File: config.mk
export PLATFORM = sky130hd
export DESIGN_NAME = selectEncode
export DESIGN_NICKNAME = d
export VERILOG_FILES = /design/src/hw/cpuPkg.sv /design/src/hw/selectEncode.sv
export SDC_FILE = /design/constraint.sdc
export NUM_CORES = 1
export LEC_CHECK = 0
export BUFFER_PORTS_ARGS = -buffer_cell sky130_fd_sc_hd__buf_4
export CAP_MARGIN = 20
export CORE_AREA = 2 2 39 41
export DETAILED_ROUTE_END_ITERATION = 10
export DIE_AREA = 0 0 41 43
export GPL_TIMING_DRIVEN = 0
export PLACE_DENSITY = 0.92
export SLEW_MARGIN = 15
export SYNTH_ARGS = -nofsm -noshare
export SYNTH_HDL_FRONTEND = slang
export SYNTH_SLANG_ARGS = --single-unit
File: constraint.sdc
create_clock -name vclk -period 1.22
set_input_delay 0.244 -clock vclk [all_inputs]
set_output_delay 0.244 -clock vclk [all_outputs]
set_load 0.01 [all_outputs]
File: src/hw/cpuPkg.sv
package cpuPkg;

    // datapath and storage sizes.
    localparam int wordWidth       = 32;
    localparam int regCount        = 16;
    localparam int regIdxWidth     = $clog2(regCount);
    localparam int memWordsDefault = 512;

    // instruction field positions, all counted from bit 0 of the IR.
    localparam int opMsb  = 31;
    localparam int opLsb  = 27;
    localparam int raMsb  = 26;
    localparam int raLsb  = 23;
    localparam int rbMsb  = 22;
    localparam int rbLsb  = 19;
    localparam int rcMsb  = 18;
    localparam int rcLsb  = 15;
    localparam int cMsb   = 18;  // the constant runs from here down to bit 0.
    localparam int cWidth = 19;
    localparam int c2Msb  = 20;  // branch condition code.
    localparam int c2Lsb  = 19;

    // The opcode sits in the top five bits of every instruction.
    typedef enum logic [4:0] {
        opLd   = 5'd0,
        opLdi  = 5'd1,
        opSt   = 5'd2,
        opAdd  = 5'd3,
        opSub  = 5'd4,
        opShr  = 5'd5,
        opShl  = 5'd6,
        opAnd  = 5'd9,
        opOr   = 5'd10,
        opMul  = 5'd14,
        opNeg  = 5'd16,
        opNot  = 5'd17,
        opJal  = 5'd21,  // jal is 10101 in binary.
        opBrzr = 5'd24,
        opBrnz = 5'd25,
        opBrpl = 5'd26,
        opBrmi = 5'd27
    } opcode_t;

endpackage

File: src/hw/selectEncode.sv
`timescale 1ns/1ps

module selectEncode (
    input  logic [cpuPkg::wordWidth-1:0]       ir,
    input  logic                               gra,
    input  logic                               grb,
    input  logic                               grc,
    output logic [cpuPkg::regIdxWidth-1:0]     index,
    output logic [cpuPkg::wordWidth-1:0]       cSign
);
    import cpuPkg::*;

    logic [regIdxWidth-1:0] raField;
    logic [regIdxWidth-1:0] rbField;
    logic [regIdxWidth-1:0] rcField;

    assign raField = ir[raMsb:raLsb];
    assign rbField = ir[rbMsb:rbLsb];
    assign rcField = ir[rcMsb:rcLsb];

    // Only one of the three selects is expected per step.
    // gra wins if the control word asserts more than one.
    always_comb begin
        if (gra) begin
            index = raField;
        end else if (grb) begin
            index = rbField;
        end else if (grc) begin
            index = rcField;
        end else begin
            index = '0;  // no field selected.
        end
    end

    // the constant field overlaps rc, so it is only meaningful for
    // immediate, load, store and branch formats.
    assign cSign = {{(wordWidth - cWidth){ir[cMsb]}}, ir[cMsb:0]};

endmodule

==> results.md <==
Synthesis:
- Summing the areas of all compound-gate instances in the mapped netlist gives ~15% of the synthesized area.
- The synthesized area is 350 um^2.
- The number of distinct standard cells referenced by the synthesized netlist is 6.
- The post-synth net total is 83.
- By area, the combinational part of the netlist is dominated by buffers and inverters.
- The synthesized netlist devotes 0% of its cell area to XOR and XNOR gates.
- The count of yosys warnings during synthesis is 0.
- The number of standard cells after synthesis is 48.
- Multiplexer cells account for 0% of the synthesized area.
- After synthesis, flip-flops and latches occupy 0% of the total area.
- The synthesized-area fraction occupied by adder cells is 0%.
- Summing the areas of all and, or, nand and nor instances in the mapped netlist gives 16.8% of the synthesized area.
- The synthesized area per cell is 7.30 um^2.

Global route:
- The global-route total usage across every layer is 10.9%.
- The total overflow left after global routing is 0.
- The first-pass GRT wire length is 1.42 mm.
- The initial antenna violation count came to 0.
- Entering global routing, the biggest net connects 16 pins.
- The number of global-route vias before repair is 363.

Cells and area:
- In the finished layout, the clock tree contains a buffer count of 0.
- In the finished design the tool counted flip-flops and latches totalling 0.
- From synthesis to final layout, the design area changed by 115%.
- The post-layout instance count excluding filler cells is 115.
- The post-route netlist has 86.9% of its cells at a drive strength greater than 1.
- After filler insertion, the fill cell instance count of the layout stands at about 120.
- The total number of nets in the final design is 136.
- The area occupied by registers is 0 um^2.
- The core occupancy in the finished layout is 54.4%.
- The repair_antennas step left the layout with diodes totalling 0.

Route:
- The number of vias per cell after detailed routing is 3.85.
- Summed over all nets, wire length on met3 after detailed routing comes to 154 um.
- The number of detailed-routing iterations run before antenna repair is 2.
- The detailed-routing wirelength on met1 is 323 um.
- The uppermost signal routing layer after detailed routing is met3.
- The overall via count from detail_route is 443.
- The final wirelength is 1.03 mm.
- The DRC violation total after the first TritonRoute iteration is 1.
- The average detailed-routed wire length per instance is 8.94 um.
- The post-route antenna net violation count is 0.
- Detailed routing placed a total of 550 um of wire on met2.
- After detailed routing, the number of remaining DRC violations is 0.

Pwr:
- After layout, the design draws a total of roughly 0.29 mW.
- The worst-case IR drop observed on VDD is 186 uV.
- The analysis attributes to cell leakage a power of approximately 0.44 nW.
- The power density over the cells is 384 mW/mm^2.

Timing:
- At the pin with the least slew margin, the transition time is 157 ps.
- The final number of max-transition violations came to 0.
- The headroom to the max-slew limit is 89.5%.
- Setup violations remaining at the end of the flow were counted as 0.
- The part of the cycle the worst path needs is 86.2%.
- Setup repair after global routing left no endpoint under its margin.
- The shortest clock period the worst path allows after layout is 1050 ps.
- The maximum clock frequency is 951 MHz.
- The hold violation total from the final report is 0.
- The final total negative setup slack is 0 ps.

Clocking:
- The number of buffers added for setup after CTS is 0.
- For this design, the CTS-stage hold fixing added 0 buffers.
- The post-cts gate resize count is 0.

Worst setup path:
- The data arrival time at the worst-slack endpoint is between 800 and 900 ps.
- The worst setup path is launched from an input pin.
- The worst setup path is captured at an output port.
- At the worst endpoint, the required time is about 980 ps.
- The kind of critical path is input pin to output port.
- Along the worst path, the maximum fanout reaches 8.

Min path:
- In this run the worst hold path is classified as input pin to output port.

Floorplanning:
- The height of the die is around 43 um.
- The starting density of the core is 25.3%.
- For this design the top-level I/O count stands at 71.
- After floorplanning, the core was sized to cover between 0.001 and 0.0015 mm^2.
- The floorplan has 14 rows.
- The horizontal die dimension is approximately 40 um.
- The die covers 0.00176 mm^2.

Job:
- The number of maximum-capacitance violations is 0.

Place:
- Routability-driven placement finished with a final weighted congestion of approximately 0.64.
- Summed over all nets, the half-perimeter wirelength after detailed placement is slightly below 1 mm.
- The count of input and output buffers is a little over 50.
- Once placement completed, the tool counted placed cells totaling 115.

Run status:
- The run finished with clean final reports.
-- synth_stat cells --
cell type | count | area share, %
a21oi_2 | 3 | 7.5
buf_4 | 32 | 69
nand3b_1 | 4 | 8.6
and2b_1 | 3 | 6.4
nor2b_1 | 1 | 1.8
a21oi_1 | 5 | 7.1
-- critical path, cell delays in order --
cell and delay [ps]:
buf_4 130, nand3b_1 150, a21oi_1 140, buf_4 140
-- area by class of cell --
type	count	area [um^2]	area share (%)
well taps	16	20.0	2.66
plain buffers	32	240	31.9
repair buffers	51	383	50.8
multi-input cells	16	110	14.6
-- worst paths after layout --
| check | from | end | slack [ps] | depth (start not counted) |
|---|---|---|---|---|
| setup / recovery | grb | index[3] | 170 | 4 |
| hold / removal | ir[12] | cSign[12] | 660 | 2 |
-- logic make-up after synthesis --
| kind of cell | count (synthesis) |
|---|---|
| buffers and inverters | 32 |
| AO/OA/AOI/OAI | 8 |
| AND/OR/NAND/NOR | 8 |
-- cells in the final DEF, fill, tap and decap left out, drive strengths merged --
master  count
a21oi       8
nor2b       1
nand3b      4
and2b       3
buf        83
-- power breakdown --
| group | internal (mW) | leakage [nW] | switching (mW) |
|---|---|---|---|
| registers | 0 | 0 | 0 |
| logic | 0.187 | 0.436 | 0.102 |
| clock network | 0 | 0 | 0 |
-- stage by stage --
step | setup slack, ps | hold slack [ps] | cell area [um^2]
6_report | 169 | 664 | 753
4_1_cts | 158 | 665 | 753
3_5_place_dp | 160 | 665 | 753
3_3_place_gp | 187 | 665 | 753
2_1_floorplan | 384 | 580 | 350
5_1_grt | 117 | 668 | 753
-- layer usage --
layer / vias to the layer above / GRT usage [%]
li1: 227 / -
met1: 172 / 11.1
met2: 44 / 22.5
met3: 0 / 1.05
met4: 0 / 0
met5: - / 0
(Power assumes the default switching activity.)
