--- src/hw/cpuPkg.sv ---
package cpuPkg;

    // datapath and storage sizes.
    localparam int wordWidth       = 32;
    localparam int regCount        = 16;
    localparam int regIdxWidth     = $clog2(regCount);
    localparam int memWordsDefault = 512;

    // instruction field positions, all counted from bit 0 of the IR.
    localparam int opMsb  = 31;
    localparam int opLsb  = 27;
    localparam int raMsb  = 26;
    localparam int raLsb  = 23;
    localparam int rbMsb  = 22;
    localparam int rbLsb  = 19;
    localparam int rcMsb  = 18;
    localparam int rcLsb  = 15;
    localparam int cMsb   = 18;  // the constant runs from here down to bit 0.
    localparam int cWidth = 19;
    localparam int c2Msb  = 20;  // branch condition code.
    localparam int c2Lsb  = 19;

    // The opcode sits in the top five bits of every instruction.
    typedef enum logic [4:0] {
        opLd   = 5'd0,
        opLdi  = 5'd1,
        opSt   = 5'd2,
        opAdd  = 5'd3,
        opSub  = 5'd4,
        opShr  = 5'd5,
        opShl  = 5'd6,
        opAnd  = 5'd9,
        opOr   = 5'd10,
        opMul  = 5'd14,
        opNeg  = 5'd16,
        opNot  = 5'd17,
        opJal  = 5'd21,  // jal is 10101 in binary.
        opBrzr = 5'd24,
        opBrnz = 5'd25,
        opBrpl = 5'd26,
        opBrmi = 5'd27
    } opcode_t;

endpackage

--- src/hw/ctrlPkg.sv ---
package ctrlPkg;

    // what drives the shared bus during a step.
    typedef enum logic [2:0] {
        busNone   = 3'd0,  // bus reads as zero.
        busPc     = 3'd1,
        busZLow   = 3'd2,
        busZHigh  = 3'd3,
        busMdr    = 3'd4,
        busReg    = 3'd5,
        busCSign  = 3'd6
    } busSrc_t;

    // ALU operation selected for the step that has zIn set.
    typedef enum logic [3:0] {
        aluAdd   = 4'd0,
        aluSub   = 4'd1,
        aluAnd   = 4'd2,
        aluOr    = 4'd3,
        aluShr   = 4'd4,
        aluShl   = 4'd5,
        aluNeg   = 4'd6,
        aluNot   = 4'd7,
        aluMul   = 4'd8,
        aluIncPc = 4'd9
    } aluOp_t;

    // One control step. The control unit drives a fresh word every clock.
    typedef struct packed {
        busSrc_t busSrc;
        logic    pcIn;
        logic    irIn;
        logic    marIn;
        logic    mdrIn;
        logic    yIn;
        logic    zIn;
        logic    gra;
        logic    grb;
        logic    grc;
        logic    rIn;
        logic    baOut;  // register 0 reads as zero for base addressing.
        logic    read;
        logic    write;
        aluOp_t  aluOp;
        logic    conIn;
    } ctrlWord_t;

endpackage

--- src/hw/alu.sv ---
`timescale 1ns/1ps

module alu (
    input  ctrlPkg::aluOp_t                    op,
    input  logic [cpuPkg::wordWidth-1:0]       a,
    input  logic [cpuPkg::wordWidth-1:0]       b,
    output logic [2*cpuPkg::wordWidth-1:0]     result
);
    import cpuPkg::*;
    import ctrlPkg::*;

    localparam int shiftBits = $clog2(wordWidth);

    logic [wordWidth-1:0]       low;      // result of the 32-bit operations.
    logic [shiftBits-1:0]       shamt;
    logic signed [2*wordWidth-1:0] product;

    assign shamt   = b[shiftBits-1:0];  // shift count wraps at the word size.
    assign product = $signed(a) * $signed(b);

    // a comes from Y and b is whatever sits on the bus this step.
    always_comb begin
        low = '0;
        case (op)
            aluAdd:   low = a + b;
            aluSub:   low = a - b;
            aluAnd:   low = a & b;
            aluOr:    low = a | b;
            aluShr:   low = a >> shamt;  // logical shift, zero fill.
            aluShl:   low = a << shamt;
            aluNeg:   low = '0 - b;      // unary ops take the bus operand.
            aluNot:   low = ~b;
            aluIncPc: low = b + 1'b1;
            default:  low = '0;
        endcase
    end

    // Multiply is the only operation that fills the upper half of Z.
    always_comb begin
        if (op == aluMul) begin
            result = product;
        end else begin
            result = {{wordWidth{1'b0}}, low};
        end
    end

endmodule

--- config.mk ---
export PLATFORM = sky130hd
export DESIGN_NAME = alu
export DESIGN_NICKNAME = d
export VERILOG_FILES = /design/src/hw/cpuPkg.sv /design/src/hw/ctrlPkg.sv /design/src/hw/alu.sv
export SDC_FILE = /design/constraint.sdc
export NUM_CORES = 2
export LEC_CHECK = 0
export ABC_CLOCK_PERIOD_IN_PS = 10800
export BUFFER_PORTS_ARGS = -buffer_cell sky130_fd_sc_hd__buf_2
export CAP_MARGIN = 20
export CORE_UTILIZATION = 40
export DETAILED_ROUTE_END_ITERATION = 10
export GPL_ROUTABILITY_DRIVEN = 0
export GPL_TIMING_DRIVEN = 0
export PLACE_DENSITY = 0.53
export SYNTH_ARGS = -nofsm -noshare
export SYNTH_HDL_FRONTEND = slang
export SYNTH_SLANG_ARGS = --single-unit
--- constraint.sdc ---
create_clock -name vclk -period 10.8
set_input_delay 0.54 -clock vclk [all_inputs]
set_output_delay 0.54 -clock vclk [all_outputs]
set_load 0.02 [all_outputs]
==> out/results.ini <==
[outcome]
status=finished, final reports clean

[critical_path]
path_class=in -> out
slowest_stage=fa_1
critPathTopFamily=adder cells
cp-start-kind=primary input
cpPeakStageDelay_ps=570
cp_max_fo=12
worstPathRequired_ps=10260
end_kind=output pin
arrival_ps=10090
path_common_cell=fa_1
crit_buf_inv=9

[job]
cap_violations=0

[sta]
period_share_pct=98.47
slew_viol_final=0
relSlewSlack_pct=20.82
fin_crit_ps=10630
hold_ws_ps=1800
fmax_ghz=0.09404
hold_violations=0
worst_pin_slew_ps=1188
setup_viol=0
fin_setup_tns_ps=0

[finish]
area_growth_pct=6.147
clkbuf_count=0
drive_above_1_share_pct=4.283
seqCellArea_um2=0
final_area_um2=46620
seq_cells=0
final_cells=6702
final_nets=6677

[floorplanning]
start_util_pct=40.35
ios=132
core_area_um2=108900
die_h_um=333.4
rows=121
die_area_um2=111100
die_w_um=333.4

[place]
io_buffers=127
dp_hpwl_mm=157.9
placed_cells=6706
postPlaceCellArea_um2=46470

[grt]
track_usage_pct=33.67
grt_busiest_layer=met2
grt.met3_usage_pct=7.489
grt_max_degree=27
grt.met1_usage_pct=45.60
overflow=0
grt_util_met2_pct=50.78
grt_pass1_wl_mm=271.4
grt_pass1_vias=39030
grt_antenna_before_repair=24

[logic_synthesis]
synth.distinct_cells=71
yosysWarningCount=0
yosysSeqAreaShare_pct=0
post_synth.cell_area_avg_um2=8.521
syn_nets=6553
syn_inst=5155
synth_area_um2=43920

[detailed_routing]
finalWirelength_mm=185.6
drtIter0Drc=3889
vias_per_cell=5.712
drt_first_pass_iters=8
drcViolationCount=0
wl_per_cell_um=27.69
antenna_left=0
vias=38280

[cts]
ctsHoldBuffers=0

[worst_hold_path]
hp-class=in -> out
worstHoldStart=b[6]
min_to=result[6]
worstHoldPathCells=5

cells in the mapped netlist (11+ instances only):
cell / n / area (µm²)
a211oi_1: 43 / 322.8
a21o_1: 61 / 457.9
a21oi_1: 184 / 920.9
a221oi_1: 13 / 113.9
a31oi_1: 11 / 68.82
and2_1: 534 / 3341
and3_1: 14 / 87.58
buf_1: 19 / 71.32
clkbuf_1: 321 / 1205
fa_1: 1084 / 21700
ha_1: 246 / 3078
inv_1: 978 / 3671
mux2i_1: 81 / 810.8
nand2_1: 612 / 2297
nand2b_1: 56 / 350.3
nand3_1: 31 / 155.2
nand4_1: 17 / 106.4
nor2_1: 242 / 908.4
nor2b_1: 54 / 337.8
nor3_1: 22 / 110.1
o211ai_1: 25 / 187.7
o21a_1: 32 / 240.2
o21ai_0: 172 / 860.8
o21bai_1: 21 / 157.7
o221ai_1: 14 / 122.6
o22ai_1: 17 / 106.4
o31ai_1: 13 / 97.59
xnor2_1: 57 / 499.2
xor2_1: 51 / 446.7
what timing repair did:
| item | 4_1_cts | 5_1_grt |
|---|---|---|
| gates resized for setup | 34 | 118 |
| setup endpoints to repair | 40 | 16 |
| buffers inserted | 0 | 5 |
| cloned | 0 | 0 |
| pin swaps | 1 | 1 |
worst max path at each step:
stage,from,end,slack [ps],cells after the start
floorplan,b[2],result[48],1430,28
global placement,b[3],result[48],-2300,29
detailed placement,b[3],result[48],-1300,31
CTS,b[10],result[48],8,27
global route,b[2],result[48],-5,30
finish,b[0],result[48],170,30
layout by cell type (no fill, tap or decap), drive strengths merged, types with 32 or more instances in the layout:
cell,Yosys,routed
fa,1084,1084
nand2,612,612
and2,534,534
nor2b,54,54
xnor2,57,57
buf,20,161
nand2b,56,56
clkbuf,321,298
mux2i,81,81
o21a,32,32
a21oi,184,184
a211oi,43,43
o21ai,174,174
a21o,61,61
ha,246,246
xor2,51,51
nor2,242,242
inv,981,980
through the flow:
step           worst slack, ps  utilization (%)
6_report                 165.8            42.83
5_1_grt                 -5.168            42.81
4_1_cts                  8.319            42.73
3_5_place_dp             -1296            42.69
3_3_place_gp             -2299            42.56
2_1_floorplan             1432                -
area by class of cell:
cell class	count	area (µm²)
diodes	11	27.53
plain buffers	321	1319
fillers	11220	62230
inverters	983	3694
multi-input cells	3831	39000
well taps	1414	1769
repair buffers	142	817.0
metal layers:
| metal | up-vias | routed length [µm] |
|---|---|---|
| met2 | 2199 | 79200 |
| met4 | 6 | 12870 |
| met5 | - | 40 |
| met3 | 507 | 19720 |
| li1 | 15970 | - |
| met1 | 19610 | 73760 |
cells by family after synthesis:
kind of cell	Yosys count	share of synthesized area [%]
compound gates	691	10.07
xor+xnor	108	2.154
fa+ha+maj	1331	56.44
buf+inv	1324	11.32
mux	85	1.948
simple gates	1616	18.07
