$ cat src/hw/cpuPkg.sv
package cpuPkg;

    // datapath and storage sizes.
    localparam int wordWidth       = 32;
    localparam int regCount        = 16;
    localparam int regIdxWidth     = $clog2(regCount);
    localparam int memWordsDefault = 512;

    // instruction field positions, all counted from bit 0 of the IR.
    localparam int opMsb  = 31;
    localparam int opLsb  = 27;
    localparam int raMsb  = 26;
    localparam int raLsb  = 23;
    localparam int rbMsb  = 22;
    localparam int rbLsb  = 19;
    localparam int rcMsb  = 18;
    localparam int rcLsb  = 15;
    localparam int cMsb   = 18;  // the constant runs from here down to bit 0.
    localparam int cWidth = 19;
    localparam int c2Msb  = 20;  // branch condition code.
    localparam int c2Lsb  = 19;

    // The opcode sits in the top five bits of every instruction.
    typedef enum logic [4:0] {
        opLd   = 5'd0,
        opLdi  = 5'd1,
        opSt   = 5'd2,
        opAdd  = 5'd3,
        opSub  = 5'd4,
        opShr  = 5'd5,
        opShl  = 5'd6,
        opAnd  = 5'd9,
        opOr   = 5'd10,
        opMul  = 5'd14,
        opNeg  = 5'd16,
        opNot  = 5'd17,
        opJal  = 5'd21,  // jal is 10101 in binary.
        opBrzr = 5'd24,
        opBrnz = 5'd25,
        opBrpl = 5'd26,
        opBrmi = 5'd27
    } opcode_t;

endpackage

$ cat src/hw/regFile.sv
`timescale 1ns/1ps

module regFile (
    input  logic                               clock,
    input  logic                               rstN,
    input  logic [cpuPkg::regIdxWidth-1:0]     index,
    input  logic                               writeEn,
    input  logic                               baOut,
    input  logic [cpuPkg::wordWidth-1:0]       writeData,
    output logic [cpuPkg::wordWidth-1:0]       readData
);
    import cpuPkg::*;

    logic [wordWidth-1:0] regs [regCount];
    logic                 baseZero;

    // A single index serves both the read and the write port, since the
    // select logic picks only one register per step.
    always_ff @(posedge clock) begin
        if (!rstN) begin
            for (int i = 0; i < regCount; i++) begin
                regs[i] <= '0;
            end
        end else if (writeEn) begin
            regs[index] <= writeData;
        end
    end

    // in base-address mode r0 stands for the constant zero.
    assign baseZero = baOut && (index == '0);

    always_comb begin
        if (baseZero) begin
            readData = '0;
        end else begin
            readData = regs[index];
        end
    end

endmodule

$ cat config.mk
export PLATFORM = sky130hd
export DESIGN_NAME = regFile
export DESIGN_NICKNAME = d
export VERILOG_FILES = /design/src/hw/cpuPkg.sv /design/src/hw/regFile.sv
export SDC_FILE = /design/constraint.sdc
export NUM_CORES = 1
export LEC_CHECK = 0
export ABC_AREA = 1
export BUFFER_PORTS_ARGS = -buffer_cell sky130_fd_sc_hd__buf_4
export CAP_MARGIN = 10
export CORE_ASPECT_RATIO = 1.25
export CORE_MARGIN = 4
export CORE_UTILIZATION = 34
export DETAILED_ROUTE_END_ITERATION = 10
export PLACE_DENSITY = 0.5
export SETUP_SLACK_MARGIN = 0.02
export SYNTH_ARGS = -nofsm -noshare
export SYNTH_HDL_FRONTEND = slang
export SYNTH_SLANG_ARGS = --single-unit
$ cat constraint.sdc
create_clock -name clock -period 3.16 [get_ports clock]
set_input_delay 0.158 -clock clock [delete_from_list [all_inputs] [get_ports clock]]
set_output_delay 0.158 -clock clock [all_outputs]
set_load 0.005 [all_outputs]
==> results.json, run 1 <==
{
  "clk_pin_slew_ps": 60,
  "path_class": "in2out",
  "status": "completed",
  "fillCellCount": 6936,
  "crit_buf_inv": 3,
  "crit_chain": "clkbuf_8 > buf_12 > nand2_1 > nand2_1 > nand2_1 > nand2_1 > nand2_1 > nand2_1 > nor2_1 > nor2_1 > buf_4",
  "synth_cells": 2694,
  "fin_tns_setup_ps": 0,
  "diodes": 0,
  "grt_first_pass_wirelength_um": 111200,
  "dp_hpwl_um": 41770,
  "placed_cells": 3563,
  "critPathMaxFanout": 167,
  "slew_headroom_pct": 37.99,
  "largest_reg_flops": 512,
  "yosysSeqAreaShare_pct": 65.01,
  "first_pass_iters": 5,
  "synth_cell_type_count": 12,
  "synthFlopType": "edfxtp_1",
  "wirelength_um": 74100,
  "grt_pass1_vias": 17640,
  "ys_async_sr_fraction_pct": 0,
  "vias": 17610,
  "grt_max_degree": 168,
  "startpoint_type": "input port",
  "areaGrowthSynthToFinish_pct": 14.25,
  "max-cap-violations": 0,
  "nets": 2731,
  "cts_tree": "built",
  "postSynthAreaPerCell_um2": 8.779,
  "synth_common_cells": "nand2_1 (1378), nor2_1 (579), edfxtp_1 (512)",
  "synth-seq-cells": 512,
  "intPower_w": 0.01189,
  "cpMostUsedCell": "nand2_1",
  "post_cts_buffers": 0,
  "regMostFlops": "regs",
  "setup_viol": 0,
  "cp.required_ps": 3000,
  "grt_setup_unrepaired": "no",
  "io_pins": 72,
  "finalCritPeriodShare_pct": 73.19,
  "synth_top_area_share_pct": 65.01,
  "synth_edf_count": 512,
  "switching_share_pct": 24.35,
  "netlist_area_um2": 23650,
  "num_rows": 107,
  "ctsHtreeMaxLevel": 2,
  "endpoint_kind": "output pin",
  "grt_use_total_pct": 19.87,
  "top_regs": "regs (512)",
  "fin_crit_ps": 2313,
  "power_switching_w": 0.003827,
  "syn-num-nets": 2734,
  "antenna_found_initial": 1,
  "synth.area.top_cells": "edfxtp_1 (65%), nand2_1 (22%), nor2_1 (9.2%), clkbuf_1 (2.1%), buf_2 (0.99%)",
  "drt.antenna.violating_nets": 0,
  "share_comb_of_total_power_pct": 9.3,
  "viasPerCell": 4.813,
  "die_area_um2": 73870,
  "clkPwrFrac_pct": 40.1,
  "final_cells": 3658,
  "clock_tree.buffer_depth": 3,
  "drive_gt1_share_pct": 8.895,
  "cpLargestDelayFamily": "buffers and inverters",
  "leakage_nw": 11.87,
  "cts_sinks": 512,
  "cts_repair_resize_count": 0,
  "synth_most_common_cell": "nand2_1",
  "worst_slew_pin_slew_ps": 930.2,
  "yosys.area.top_type": "edfxtp_1",
  "initial_utilization_pct": 34.50,
  "hold_class": "in2reg",
  "crit_slowest_cell": "buf_12",
  "numCtsBuffers": 52,
  "fp.dieW_um": 243.9,
  "die_y_um": 302.9,
  "hold_buffers": 0,
  "powerDensity_nw_per_um2": 581.6,
  "gp_congestion": 0.7678,
  "power.share.sequential_pct": 50.6,
  "final_area_um2": 27020,
  "root_buffer": "clkbuf_16",
  "numPortBuffers": 71,
  "drt-wirelength-per-cell_um": 20.26,
  "cp_slowest_stage_delay_ps": 590,
  "slew_violations": 0,
  "drc_errors": 0,
  "ys_warn_count": 0,
  "drtIter0Drc": 1414,
  "grt_remaining_overflow": 0,
  "cp_data_arrival_time_ps": 2150,
  "core_um2": 68550,
  "ir_worst_vdd_uv": 369.6,
  "placed_area_um2": 25320,
  "hold_viol": 0,
  "fmax_mhz": 432.4
}
-- path summary, 6_finish.rpt --
path / start / end / slack, ps / depth (start not counted)
min: writeData[11] / regs[3][11]$_SDFFCE_PN0P_ / 160 / 3
max: index[0] / readData[0] / 850 / 11
-- cell type report --
cell class / instances / area (um2) / share of cell area [%]
clock buffer: 58 / 1345 / 4.978
clock inverter: 37 / 359.1 / 1.329
inverter: 37 / 148.9 / 0.5510
multi-input combinational: 1963 / 7503 / 27.77
sequential: 512 / 15370 / 56.90
tap: 926 / 1159 / 4.288
timing repair buffer: 125 / 1132 / 4.190
-- stage by stage --
stage               hold WS, ps  power (W)  setup WS [ps]  utilization, %
detailed placement        751.1   0.009583          807.3           36.94
CTS                       120.8    0.01587          791.8           39.42
finish                    158.4    0.01572          847.1           39.42
floorplan                 434.2   0.008927          918.4               -
global route              155.1    0.01633          658.0           39.42
global placement          744.4   0.009566          843.7           36.94
-- kinds of logic (layout without fill, tap and decap cells) --
kind of cell | after synthesis | count (layout) | share of synthesized area (%)
simple gates | 1963 | 1963 | 31.27
flops | 512 | 512 | 65.01
buf+inv | 219 | 257 | 3.724
-- cell usage in the layout (no fill, tap or decap), drive strengths merged --
| cell type | count |
|---|---|
| buf | 124 |
| bufinv | 7 |
| clkbuf | 59 |
| clkinv | 25 |
| clkinvlp | 5 |
| edfxtp | 512 |
| inv | 37 |
| nand2 | 1378 |
| nand3 | 1 |
| nor2 | 579 |
| nor3 | 5 |
-- power by group through the flow --
stage	Clock [W]	Combinational (W)	Sequential, W
2_1_floorplan	0	0.000854	0.00807
4_1_cts	0.00643	0.00149	0.00795
5_1_grt	0.00671	0.00163	0.00798
3_3_place_gp	0	0.00148	0.00809
6_report	0.00630	0.00146	0.00795
3_5_place_dp	0	0.00148	0.00810
-- metal layers --
| metal | vias to the layer above | track usage [%] | wire length, um |
|---|---|---|---|
| met3 | 88 | 3.182 | 4059 |
| met2 | 463 | 35.31 | 37070 |
| met5 | - | 0 | 0 |
| li1 | 8444 | - | - |
| met1 | 8610 | 25.35 | 31180 |
| met4 | 0 | 5.316 | 1785 |
No activity file was read; power rests on OpenSTA's default activity.
==> run 2: changes to the inputs <==
==> constraint.sdc (replaced) <==
create_clock -name clock -period 2.4 [get_ports clock]
set_input_delay 0.12 -clock clock [delete_from_list [all_inputs] [get_ports clock]]
set_output_delay 0.12 -clock clock [all_outputs]
set_load 0.005 [all_outputs]
==> run 2 against run 1 <==
Effect of this change:
- critical path depth down 3
- first-iteration DRC count grew 2.8%
- non-clock buffer count up 23
- combinational power increased by 34%
- sequential power increased by 32%
- worst hold slack worse by 46 ps
- clock power rose by 32%
==> results.json, run 2 (synthesized netlist as in run 1, its figures left out) <==
{
  "status": "completed",
  "io_pins": 72,
  "hold-path-cell-count": 3,
  "finalCritPeriodShare_pct": 85.75,
  "post_cts_buffers": 0,
  "final_common_cell": "nand2_1",
  "nets": 2753,
  "initial_utilization_pct": 34.50,
  "grt_use_total_pct": 20.02,
  "grt_max_degree": 100,
  "viasPerCell": 4.822,
  "switching_share_pct": 24.28,
  "hold_buffers": 0,
  "fin_tns_setup_ps": 0,
  "cts_repair_resize_count": 0,
  "grt_setup_unrepaired": "no",
  "gp_congestion": 0.7839,
  "worst_slew_pin_slew_ps": 832.3,
  "grt_remaining_overflow": 0,
  "clock_tree.buffer_depth": 3,
  "endpoint_kind": "output pin",
  "max-cap-violations": 0,
  "slew_headroom_pct": 44.45,
  "drt.antenna.violating_nets": 0,
  "fin_util_pct": 39.71,
  "cp_data_arrival_time_ps": 1940,
  "share_comb_of_total_power_pct": 9.5,
  "leakage_nw": 11.98,
  "drc_errors": 0,
  "numCtsBuffers": 51,
  "powerDensity_nw_per_um2": 761.3,
  "intPower_w": 0.01569,
  "path_class": "in2out",
  "power_switching_w": 0.005032,
  "areaGrowthSynthToFinish_pct": 15.10,
  "critPathMaxFanout": 82,
  "layout_common_cells": "nand2_1 (1346), nor2_1 (576), edfxtp_1 (512)",
  "wirelength_um": 74580,
  "diodes": 0,
  "die_y_um": 302.9,
  "root_buffer": "clkbuf_16",
  "cts_sinks": 512,
  "hold_viol": 0,
  "fmax_mhz": 485.9,
  "drt-wirelength-per-cell_um": 20.28,
  "clk_pin_slew_ps": 60,
  "hold_class": "in2reg",
  "power.share.sequential_pct": 50.5,
  "top_regs": "regs (512)",
  "numPortBuffers": 71,
  "ir_worst_vdd_uv": 539.7,
  "vias": 17740,
  "cts_tree": "built",
  "ctsHtreeMaxLevel": 2,
  "drtIter0Drc": 1454,
  "first_pass_iters": 5,
  "startpoint_type": "input port",
  "grt_first_pass_wirelength_um": 111600,
  "antenna_found_initial": 0,
  "clkPwrFrac_pct": 40.0,
  "setup_viol": 0,
  "dp_hpwl_um": 43090,
  "regMostFlops": "regs",
  "fillCellCount": 6908,
  "drive_gt1_share_pct": 9.666,
  "num_rows": 107,
  "slew_violations": 0,
  "cp.required_ps": 2280,
  "hp-start": "writeData[11]",
  "die_area_um2": 73870,
  "crit_start": "index[0]",
  "fin_crit_ps": 2058,
  "core_um2": 68550,
  "grt_pass1_vias": 17630,
  "largest_reg_flops": 512,
  "fp.dieW_um": 243.9
}
[run 2: changes by cell type in the layout (fill, tap and decap cells not counted), sizes merged]
cell and delta:
buf +23, clkinv -7, clkbuf +6, clkinvlp -1, inv -1
[run 2: through the flow]
step                hold WS (ps)  setup WS, ps  instances  power (W)  area [um2]
global route               137.2         186.7       3678    0.02149       27220
detailed placement         718.5         342.3       3586    0.01264       25530
global placement           706.6         381.9       3586    0.01262       25530
finish                     112.6         342.0       3678    0.02072       27220
CTS                        90.71         328.6       3678    0.02088       27220
floorplan                  396.2         196.4       2694    0.01175       23650
[run 2: critical path: stages]
cell and delay, ps:
clkbuf_8 240, inv_8 210, buf_12 370, nand3_1 150, nor3_2 240, buf_12 250
nor2_1 90, buf_4 140
[run 2: power groups by stage]
stage / combinational (W) / clock (W) / sequential (W)
after global placement: 0.00197 / 0 / 0.0106
after floorplan: 0.00112 / 0 / 0.0106
final: 0.00196 / 0.00829 / 0.0105
after detailed placement: 0.00198 / 0 / 0.0107
after CTS: 0.00199 / 0.00842 / 0.0105
after global routing: 0.00219 / 0.00879 / 0.0105
[run 2: final timing paths]
check	slack [ps]	end
worst min-delay path	110	regs[0][11]$_SDFFCE_PN0P_
worst max-delay path	340	readData[13]
[run 2: final cells by class]
class                   count  area [um2]  share of cell area, %
clock buffers              64        1368                  5.024
inverters                  37       148.9                 0.5470
repair buffers            148        1343                  4.932
well taps                 926        1159                  4.256
flip-flops and latches    512       15370                  56.48
clock inverters            28       326.6                  1.200
multi-input cells        1963        7503                  27.56
[run 2: per-layer routing]
metal | global-route usage [%] | vias to the layer above | part of all wire [%]
met1 | 26.15 | 8659 | 42
met3 | 3.209 | 110 | 5.6
met4 | 6.150 | 0 | 2.8
li1 | - | 8483 | -
met2 | 34.47 | 484 | 49
met5 | 0 | - | 0
