$ cat src/hw/cpuPkg.sv
package cpuPkg;

    // datapath and storage sizes.
    localparam int wordWidth       = 32;
    localparam int regCount        = 16;
    localparam int regIdxWidth     = $clog2(regCount);
    localparam int memWordsDefault = 512;

    // instruction field positions, all counted from bit 0 of the IR.
    localparam int opMsb  = 31;
    localparam int opLsb  = 27;
    localparam int raMsb  = 26;
    localparam int raLsb  = 23;
    localparam int rbMsb  = 22;
    localparam int rbLsb  = 19;
    localparam int rcMsb  = 18;
    localparam int rcLsb  = 15;
    localparam int cMsb   = 18;  // the constant runs from here down to bit 0.
    localparam int cWidth = 19;
    localparam int c2Msb  = 20;  // branch condition code.
    localparam int c2Lsb  = 19;

    // The opcode sits in the top five bits of every instruction.
    typedef enum logic [4:0] {
        opLd   = 5'd0,
        opLdi  = 5'd1,
        opSt   = 5'd2,
        opAdd  = 5'd3,
        opSub  = 5'd4,
        opShr  = 5'd5,
        opShl  = 5'd6,
        opAnd  = 5'd9,
        opOr   = 5'd10,
        opMul  = 5'd14,
        opNeg  = 5'd16,
        opNot  = 5'd17,
        opJal  = 5'd21,  // jal is 10101 in binary.
        opBrzr = 5'd24,
        opBrnz = 5'd25,
        opBrpl = 5'd26,
        opBrmi = 5'd27
    } opcode_t;

endpackage

$ cat src/hw/conFf.sv
`timescale 1ns/1ps

module conFf (
    input  logic                               clock,
    input  logic                               rstN,
    input  logic                               conIn,
    input  logic [1:0]                         c2,
    input  logic [cpuPkg::wordWidth-1:0]       busData,
    output logic                               conFlag
);
    import cpuPkg::*;

    logic condMet;

    // c2 comes straight from the IR of the branch being executed.
    always_comb begin
        case (c2)
            2'd0:    condMet = (busData == '0);
            2'd1:    condMet = (busData != '0);
            2'd2:    condMet = ~busData[wordWidth-1];  // zero counts as positive here.
            default: condMet = busData[wordWidth-1];
        endcase
    end

    always_ff @(posedge clock) begin
        if (!rstN) begin
            conFlag <= 1'b0;
        end else if (conIn) begin
            conFlag <= condMet;  // held until the next branch evaluation.
        end
    end

endmodule

$ cat config.mk
export PLATFORM = sky130hd
export DESIGN_NAME = conFf
export DESIGN_NICKNAME = d
export VERILOG_FILES = /design/src/hw/cpuPkg.sv /design/src/hw/conFf.sv
export SDC_FILE = /design/constraint.sdc
export NUM_CORES = 1
export LEC_CHECK = 0
export ABC_AREA = 1
export BUFFER_PORTS_ARGS = -buffer_cell sky130_fd_sc_hd__buf_2
export CAP_MARGIN = 40
export CORE_AREA = 4 4 41 43
export CTS_BUF_LIST = sky130_fd_sc_hd__clkbuf_4
export DETAILED_ROUTE_END_ITERATION = 10
export DIE_AREA = 0 0 45 47
export PLACE_DENSITY = 0.6
export SYNTH_ARGS = -nofsm -noshare
export SYNTH_HDL_FRONTEND = slang
export SYNTH_SLANG_ARGS = --single-unit
$ cat constraint.sdc
create_clock -name clock -period 1.7 [get_ports clock]
set_clock_uncertainty 0.2 [all_clocks]
set_input_delay 0.51 -clock clock [delete_from_list [all_inputs] [get_ports clock]]
set_output_delay 0.51 -clock clock [all_outputs]
set_load 0.05 [all_outputs]
==> results of run 1 <==
-- cells in the final DEF, fill, tap and decap left out --
master | synthesis | final
buf_2 | 0 | 37
dfxtp_1 | 1 | 1
inv_1 | 7 | 7
nand2_1 | 13 | 13
nand3_1 | 3 | 3
nor2_1 | 18 | 15
nor2_2 | 2 | 5
nor3_1 | 1 | 1
o21a_1 | 1 | 1
o21bai_2 | 1 | 1
-- layer usage --
layer  vias to the layer above  GRT usage (%)  part of all wire (%)
met5                         -              0                     0
met4                         0              0                     0
met3                         0          0.383                    21
met2                        27           10.2                    42
met1                       143           6.09                    37
li1                        214              -                     -
-- worst max-delay path by stage --
| stage | startpoint | endpoint | slack (ns) | depth (start not counted) |
|---|---|---|---|---|
| after floorplan | busData[19] | conFlag | 0.26 | 10 |
| after global placement | busData[5] | conFlag | 0.09 | 11 |
| after detailed placement | busData[5] | conFlag | 0.07 | 11 |
| after CTS | busData[7] | conFlag | 0.06 | 11 |
| after global routing | busData[21] | conFlag | 0.004 | 11 |
| final | busData[7] | conFlag | 0.09 | 11 |
-- power by group through the flow --
stage               Combinational, mW  Sequential, mW  Clock (mW)
detailed placement             0.0686          0.0265           0
finish                         0.0696          0.0265           0
CTS                            0.0689          0.0265           0
global route                   0.0770          0.0266           0
global placement               0.0676          0.0265           0
floorplan                      0.0194          0.0326           0
-- stage by stage --
stage	setup slack, ns	instance area, µm²
2_1_floorplan	0.261	214
3_3_place_gp	0.0882	418
3_5_place_dp	0.0720	418
4_1_cts	0.0641	418
5_1_grt	0.00392	425
6_report	0.0934	425
-- tightest hold or removal path, stage by stage (launching register included) --
cell	delay (ns)
dfxtp_1	0.31
o21a_1	0.12
nand2_1	0.04
inv_1	0.04
-- cell type report --
cell class                 count  area [µm²]
fill                         161         876
multi-input combinational     39         175
sequential                     1        20.0
inverter                       7        26.3
timing repair buffer          37         185
tap                           15        18.8
-- kinds of logic after synthesis --
kind of cell           share of synthesized area (%)
AND/OR/NAND/NOR                                 69.6
buffers and inverters                           12.3
AO/OA/AOI/OAI                                   8.77
flip-flops                                      9.36
==> flow_summary.yaml, run 1 <==
timing:
  drv_slew: 0
  slew_headroom_pct: 83.6
  worst_slew_pin_slew_ns: 0.248
  setup_viol: 0
  hold_violations: 0
  fin_crit_sh_pct: 94.5
  fin_crit_ns: 1.61
  tns_ns: 0
  worst_hold_slack_ns: 0.341
  rsz0062_at_grt: "false"
  fmax_mhz: 622
critical_path:
  max_stage_delay_ns: 0.13
  worst_path_max_delay_cell: "nor2_2"
  worstSetupEndpointType: "flop"
  path_cells: "buf_2 -> nor2_1 -> nand2_1 -> nor2_2 -> nand2_1 -> nor2_1 -> nand2_1 -> nand3_1 -> nand3_1 -> nand2_1 -> inv_1"
  crit_arrival_ns: 1.30
  worstRegToRegCells: 3
  r2r_end: "conFlag"
  r2r_start: "conFlag"
  cp_top_family: "simple AND/OR/NAND/NOR gates"
  cp_max_fo: 2
  cp_common_cell: "nand2_1"
  path_buf_inv: 2
  worstSetupPathType: "primary input to flop"
  reg2reg_setup_slack_ns: 0.84
  required_ns: 1.39
  startpoint_type: "primary input"
clock_network:
  clk_pin_slew_ns: 0
  cts_resized: 0
  postCtsHoldBufs: 0
  insertion_delay_ns: 0
  post-cts-setup-buffer-count: 0
synthesis:
  synthTopCellsByArea: "nor2_1 32%, nand2_1 23%, inv_1 12%"
  synth-edff-count: 0
  ys_ff_latch: 1
  yosys_warnings: 0
  ys.flop_type: "dfxtp_1"
  synth_top_area_share_pct: 31.6
  syn_avg_cell_area_um2: 4.55
  async_flop_share_pct: 0
  syn_nets: 84
  ys_seq_area_share_pct: 9.36
  yosysMostFrequentCell: "nor2_1"
  yosys.area.top_type: "nor2_1"
  syn-cell-area_um2: 214
  ys_types: 9
  ys_top_cells_by_count: "18 x nor2_1, 13 x nand2_1, 7 x inv_1"
  syn_inst: 47
global_routing:
  grt_pass1_wl_um: 876
  grt_antenna_before_repair: 0
  grt_pass1_vias: 283
  grt_overflow: 0
  grt_max_degree: 3
  grt_usage_pct: 5.04
power:
  p_sw_share_pct: 31.0
  clockPowerShare_pct: 0
  power_frac_seq_pct: 27.6
  intPower_mw: 0.0663
  p_leak_nw: 0.248
  ir_worst_vdd_mv: 0.111
  p_total_mw: 0.0962
  comb_power_share_pct: 72.4
  power_density_nw_per_um2: 226
  switchingPower_mw: 0.0298
worst_hold_path:
  min_delay_path_depth: 3
  worstHoldStart: "conFlag"
  hp-class: "flop to flop"
  worstHoldEndpoint: "conFlag"
outcome:
  status: "completed"
floorplan:
  die_w_um: 45
  rows: 13
  ioPinCount: 38
  die_h_um: 47
  start_util_pct: 16.4
  core_area_um2: 1300
  dieArea_um2: 2120
detailed_routing:
  vias_per_cell: 3.88
  wirelength_um: 714
  ant_nets: 0
  drt_pass1_iterations: 1
  drt_iter0_markers: 0
  drc_errors: 0
  via_count: 384
  wl_per_cell_um: 7.21
finish:
  largest_registers: "conFlag: 1 flops"
  synthToLayoutAreaGrowth_pct: 98.8
  final_core_utilization_pct: 32.7
  largest_reg_flops: 1
  fin_cells: 99
  top_register: "conFlag"
  diodes: 0
  drive_above_1_share_pct: 51.2
  nNetsFinal: 123
job:
  maxCapViolCount: 0
place:
  gp_congestion: 0.685
  port_buffers: 37
  place_inst: 99
No activity file was read; power rests on OpenSTA's default activity.
==> run 2, diff against run 1 <==
SETUP_SLACK_MARGIN = 0.4   (was default)
==> flow_summary.yaml, run 2 (synthesis results as in run 1) <==
clock_network:
  insertion_delay_ns: 0
  post-cts-setup-buffer-count: 0
  postCtsHoldBufs: 0
  clk_pin_slew_ns: 0
timing:
  fin_crit_sh_pct: 95.9
  fmax_mhz: 613
  worst_hold_slack_ns: 0.336
  slew_headroom_pct: 83.6
  worst_slew_pin_slew_ns: 0.248
  hold_violations: 0
  fin_crit_ns: 1.63
  drv_slew: 0
  setup_viol: 0
  timing.final.ws_setup_ns: 0.0697
  rsz0062_at_grt: "true"
critical_path:
  cp_common_cell: "nand2_1"
  max_stage_delay_ns: 0.13
  worstSetupPathType: "primary input to flop"
  worstSetupEndpointType: "flop"
  required_ns: 1.39
  worst_path_max_delay_cell: "nor2_2"
  cp_max_fo: 2
  path_buf_inv: 2
  path_cells: "buf_6 -> nor2_2 -> nand2_1 -> nor2_2 -> nand2_1 -> nor2_1 -> nand2_1 -> nand3_1 -> nand3_1 -> nand2_1 -> inv_1"
  crit_arrival_ns: 1.32
  startpoint_type: "primary input"
  cp_top_family: "simple AND/OR/NAND/NOR gates"
floorplan:
  rows: 13
  core_area_um2: 1300
  die_h_um: 47
  ioPinCount: 38
  die_w_um: 45
  start_util_pct: 16.4
  dieArea_um2: 2120
detailed_routing:
  via_count: 390
  wirelength_um: 754
  drt_iter0_markers: 0
  vias_per_cell: 3.94
  drt_pass1_iterations: 1
  drc_errors: 0
  ant_nets: 0
  wl_per_cell_um: 7.62
place:
  pre_cts_slack_ns: 0.0720
  port_buffers: 37
  gp_congestion: 0.685
finish:
  nNetsFinal: 123
  n_fill_cell: 155
  mostFrequentLayoutCell: "buf_2"
  multi_input_comb_area_um2: 180
  largest_registers: "conFlag: 1 flops"
  diodes: 0
  top_register: "conFlag"
  drive_above_1_share_pct: 53.6
  regArea_um2: 20.0
  final_core_utilization_pct: 35.5
  largest_reg_flops: 1
  mostFrequentLayoutCells: "32 x buf_2, 13 x nor2_1, 13 x nand2_1"
  synthToLayoutAreaGrowth_pct: 116
global_routing:
  grt_antenna_before_repair: 0
  grt_pass1_vias: 283
  grt_pass1_wl_um: 876
  grt_max_degree: 3
  grt_usage_pct: 5.04
  grt_overflow: 0
power:
  p_leak_nw: 0.259
  ir_worst_vdd_mv: 0.113
  p_total_mw: 0.105
  power_density_nw_per_um2: 227
outcome:
  status: "completed"
job:
  maxCapViolCount: 0
worst_hold_path:
  hp-class: "flop to flop"
run 2: cell counts in the layout (fill, tap and decap cells not counted):
No cell type changed its count.
run 2: final timing paths:
check / startpoint / endpoint / slack, ns / depth (start not counted)
worst max-delay path: busData[4] / conFlag / 0.07 / 11
worst min-delay path: conFlag / conFlag / 0.34 / 3
worst max register to register: conFlag / conFlag / 0.85 / 3
worst min register to register: conFlag / conFlag / 0.34 / 3
run 2: where the power goes:
part	internal, mW	total [mW]	switching [mW]
logic	0.0480	0.0781	0.0302
clock network	0	0	0
registers	0.0257	0.0265	0.000812
run 2: routing by layer:
metal,up-vias,GRT usage [%],share of wire (%)
li1,214,-,-
met5,-,0,0
met3,0,0.383,20
met1,149,6.09,34
met2,27,10.2,45
met4,0,0,0
run 2: metrics by stage:
step	TNS (ns)	instance area, µm²	cells
2_1_floorplan	0	214	47
3_3_place_gp	0	418	99
3_5_place_dp	0	418	99
4_1_cts	0	418	99
5_1_grt	-0.00284	462	99
6_report	0	462	99
run 2: what timing repair did:
action	4_1_cts	5_1_grt
gates resized for setup	0	10
endpoints found under the setup margin	1	1
pin swaps	1	15
run 2: final cells by class:
| type | count | area share [%] |
|---|---|---|
| Timing Repair Buffer | 37 | 46.9 |
| Multi-Input combinational cell | 39 | 39.0 |
| Tap cell | 15 | 4.07 |
| Sequential cell | 1 | 4.34 |
| Inverter | 7 | 5.69 |
run 2: worst min-delay path, delay by kind of cell, from the launching register on:
| kind | cells | cell delay (ns) |
|---|---|---|
| flip-flops | 1 | 0.31 |
| AO/OA/AOI/OAI | 1 | 0.12 |
| AND/OR/NAND/NOR | 1 | 0.04 |
| buffers and inverters | 1 | 0.04 |
==> run 3, diff against run 2 <==
CELL_PAD_IN_SITES_DETAIL_PLACEMENT = 0   (was default)
CELL_PAD_IN_SITES_GLOBAL_PLACEMENT = 2   (was default)
CORE_AREA = default   (was 4 4 41 43)
CORE_ASPECT_RATIO = 1.25   (was default)
CORE_MARGIN = 5   (was default)
CORE_UTILIZATION = 10   (was default)
DIE_AREA = default   (was 0 0 45 47)
PLACE_DENSITY = 0.95   (was 0.6)
==> flow_summary.yaml, run 3 (synthesis results as in run 1) <==
outcome:
  status: "completed"
critical_path:
  cp_max_fo: 2
  worstSetupEndpointType: "flop"
  required_ns: 1.39
  worstSetupPathType: "primary input to flop"
  startpoint_type: "primary input"
  crit_arrival_ns: 1.29
clock_network:
  clk_pin_slew_ns: 0
  postCtsHoldBufs: 0
  insertion_delay_ns: 0
  post-cts-setup-buffer-count: 0
worst_hold_path:
  hp-class: "flop to flop"
detailed_routing:
  drc_errors: 0
  vias_per_cell: 3.76
  drt_iter0_markers: 2
  via_count: 391
  wl_per_cell_um: 8.26
  drt_pass1_iterations: 3
  ant_nets: 0
  wirelength_um: 859
power:
  power_density_nw_per_um2: 226
  switchingPower_mw: 0.0384
  clockPowerShare_pct: 0
  p_leak_nw: 0.273
  p_sw_share_pct: 31.5
  power_frac_seq_pct: 21.8
  ir_worst_vdd_mv: 0.130
  p_total_mw: 0.122
  comb_power_share_pct: 78.2
  intPower_mw: 0.0836
place:
  dp_hpwl_um: 727
  place_inst: 104
  pre_cts_slack_ns: 0.0723
  gp_congestion: 0.682
  port_buffers: 37
floorplan:
  start_util_pct: 10.7
  ioPinCount: 38
  rows: 18
  dieArea_um2: 3170
  die_w_um: 51.4
  core_area_um2: 2000
  die_h_um: 61.7
finish:
  diodes: 0
  mostFrequentLayoutCells: "27 x buf_2, 9 x nor2_1, 9 x nand2_1, 9 x buf_6, 7 x inv_1"
  largest_reg_flops: 1
  final_core_utilization_pct: 27.0
  mostFrequentLayoutCell: "buf_2"
  synthToLayoutAreaGrowth_pct: 153
  top_register: "conFlag"
  fin_cells: 104
  drive_above_1_share_pct: 63.1
  nNetsFinal: 123
  largest_registers: "conFlag: 1 flops"
global_routing:
  grt_overflow: 0
  grt_max_degree: 3
  grt_usage_pct: 4.32
  grt_antenna_before_repair: 0
  grt_pass1_wl_mm: 1.15
  grt_pass1_vias: 332
timing:
  timing.final.ws_setup_ns: 0.0960
  fmax_mhz: 623
  drv_slew: 0
  fin_crit_ns: 1.60
  hold_violations: 0
  worst_hold_slack_ns: 0.351
  setup_viol: 0
  fin_crit_sh_pct: 94.4
  rsz0062_at_grt: "true"
  worst_slew_pin_slew_ns: 0.150
  slew_headroom_pct: 90.0
job:
  maxCapViolCount: 0
## run 3: changes by cell type in the layout (fill, tap and decap cells not counted), sizes merged
cell	change
clkbuf	+1
buf	-1
## run 3: metrics by stage
stage | cell area, µm² | setup TNS [ns]
after floorplan | 214 | 0
after global placement | 424 | 0
after detailed placement | 424 | 0
after CTS | 424 | 0
after global routing | 541 | -0.0651
final | 541 | 0
## run 3: cell type report
type,instances,area [µm²]
fillers,230,1460
repair buffers,37,244
multi-input cells,39,225
inverters,7,26.3
well taps,20,25.0
flip-flops and latches,1,20.0
## run 3: worst max-delay path, cell delays in order
cell     delay, ns
buf_6         0.09
nor2_2        0.10
nand2_2       0.07
nor2_4        0.10
nand2_1       0.06
nor2_1        0.10
nand2_1       0.05
nand3_1       0.05
nand3_1       0.06
nand2_1       0.06
inv_1         0.03
## run 3: per-layer routing
metal / vias up / global-route usage (%) / share of wire (%)
met1: 147 / 5.62 / 35
met4: 0 / 0 / 0
met2: 29 / 7.82 / 44
met3: 0 / 0.955 / 21
met5: - / 0 / 0
li1: 215 / - / -
## run 3: worst paths after layout
| kind | cells after the start | start | endpoint | slack [ns] |
|---|---|---|---|---|
| hold / removal | 3 | conFlag | conFlag | 0.35 |
| setup / recovery | 11 | busData[14] | conFlag | 0.1 |
| hold reg to reg | 3 | conFlag | conFlag | 0.35 |
| setup reg to reg | 3 | conFlag | conFlag | 0.84 |
## run 3: power by group through the flow
stage	Clock, mW	Combinational (mW)	Sequential (mW)
finish	0	0.0954	0.0266
detailed placement	0	0.0688	0.0266
CTS	0	0.0690	0.0266
floorplan	0	0.0194	0.0326
global placement	0	0.0678	0.0266
global route	0	0.105	0.0269
## run 3: repair_timing
item	CTS	global route
setup endpoints to repair	1	2
resized for setup	0	28
pin swaps	3	18
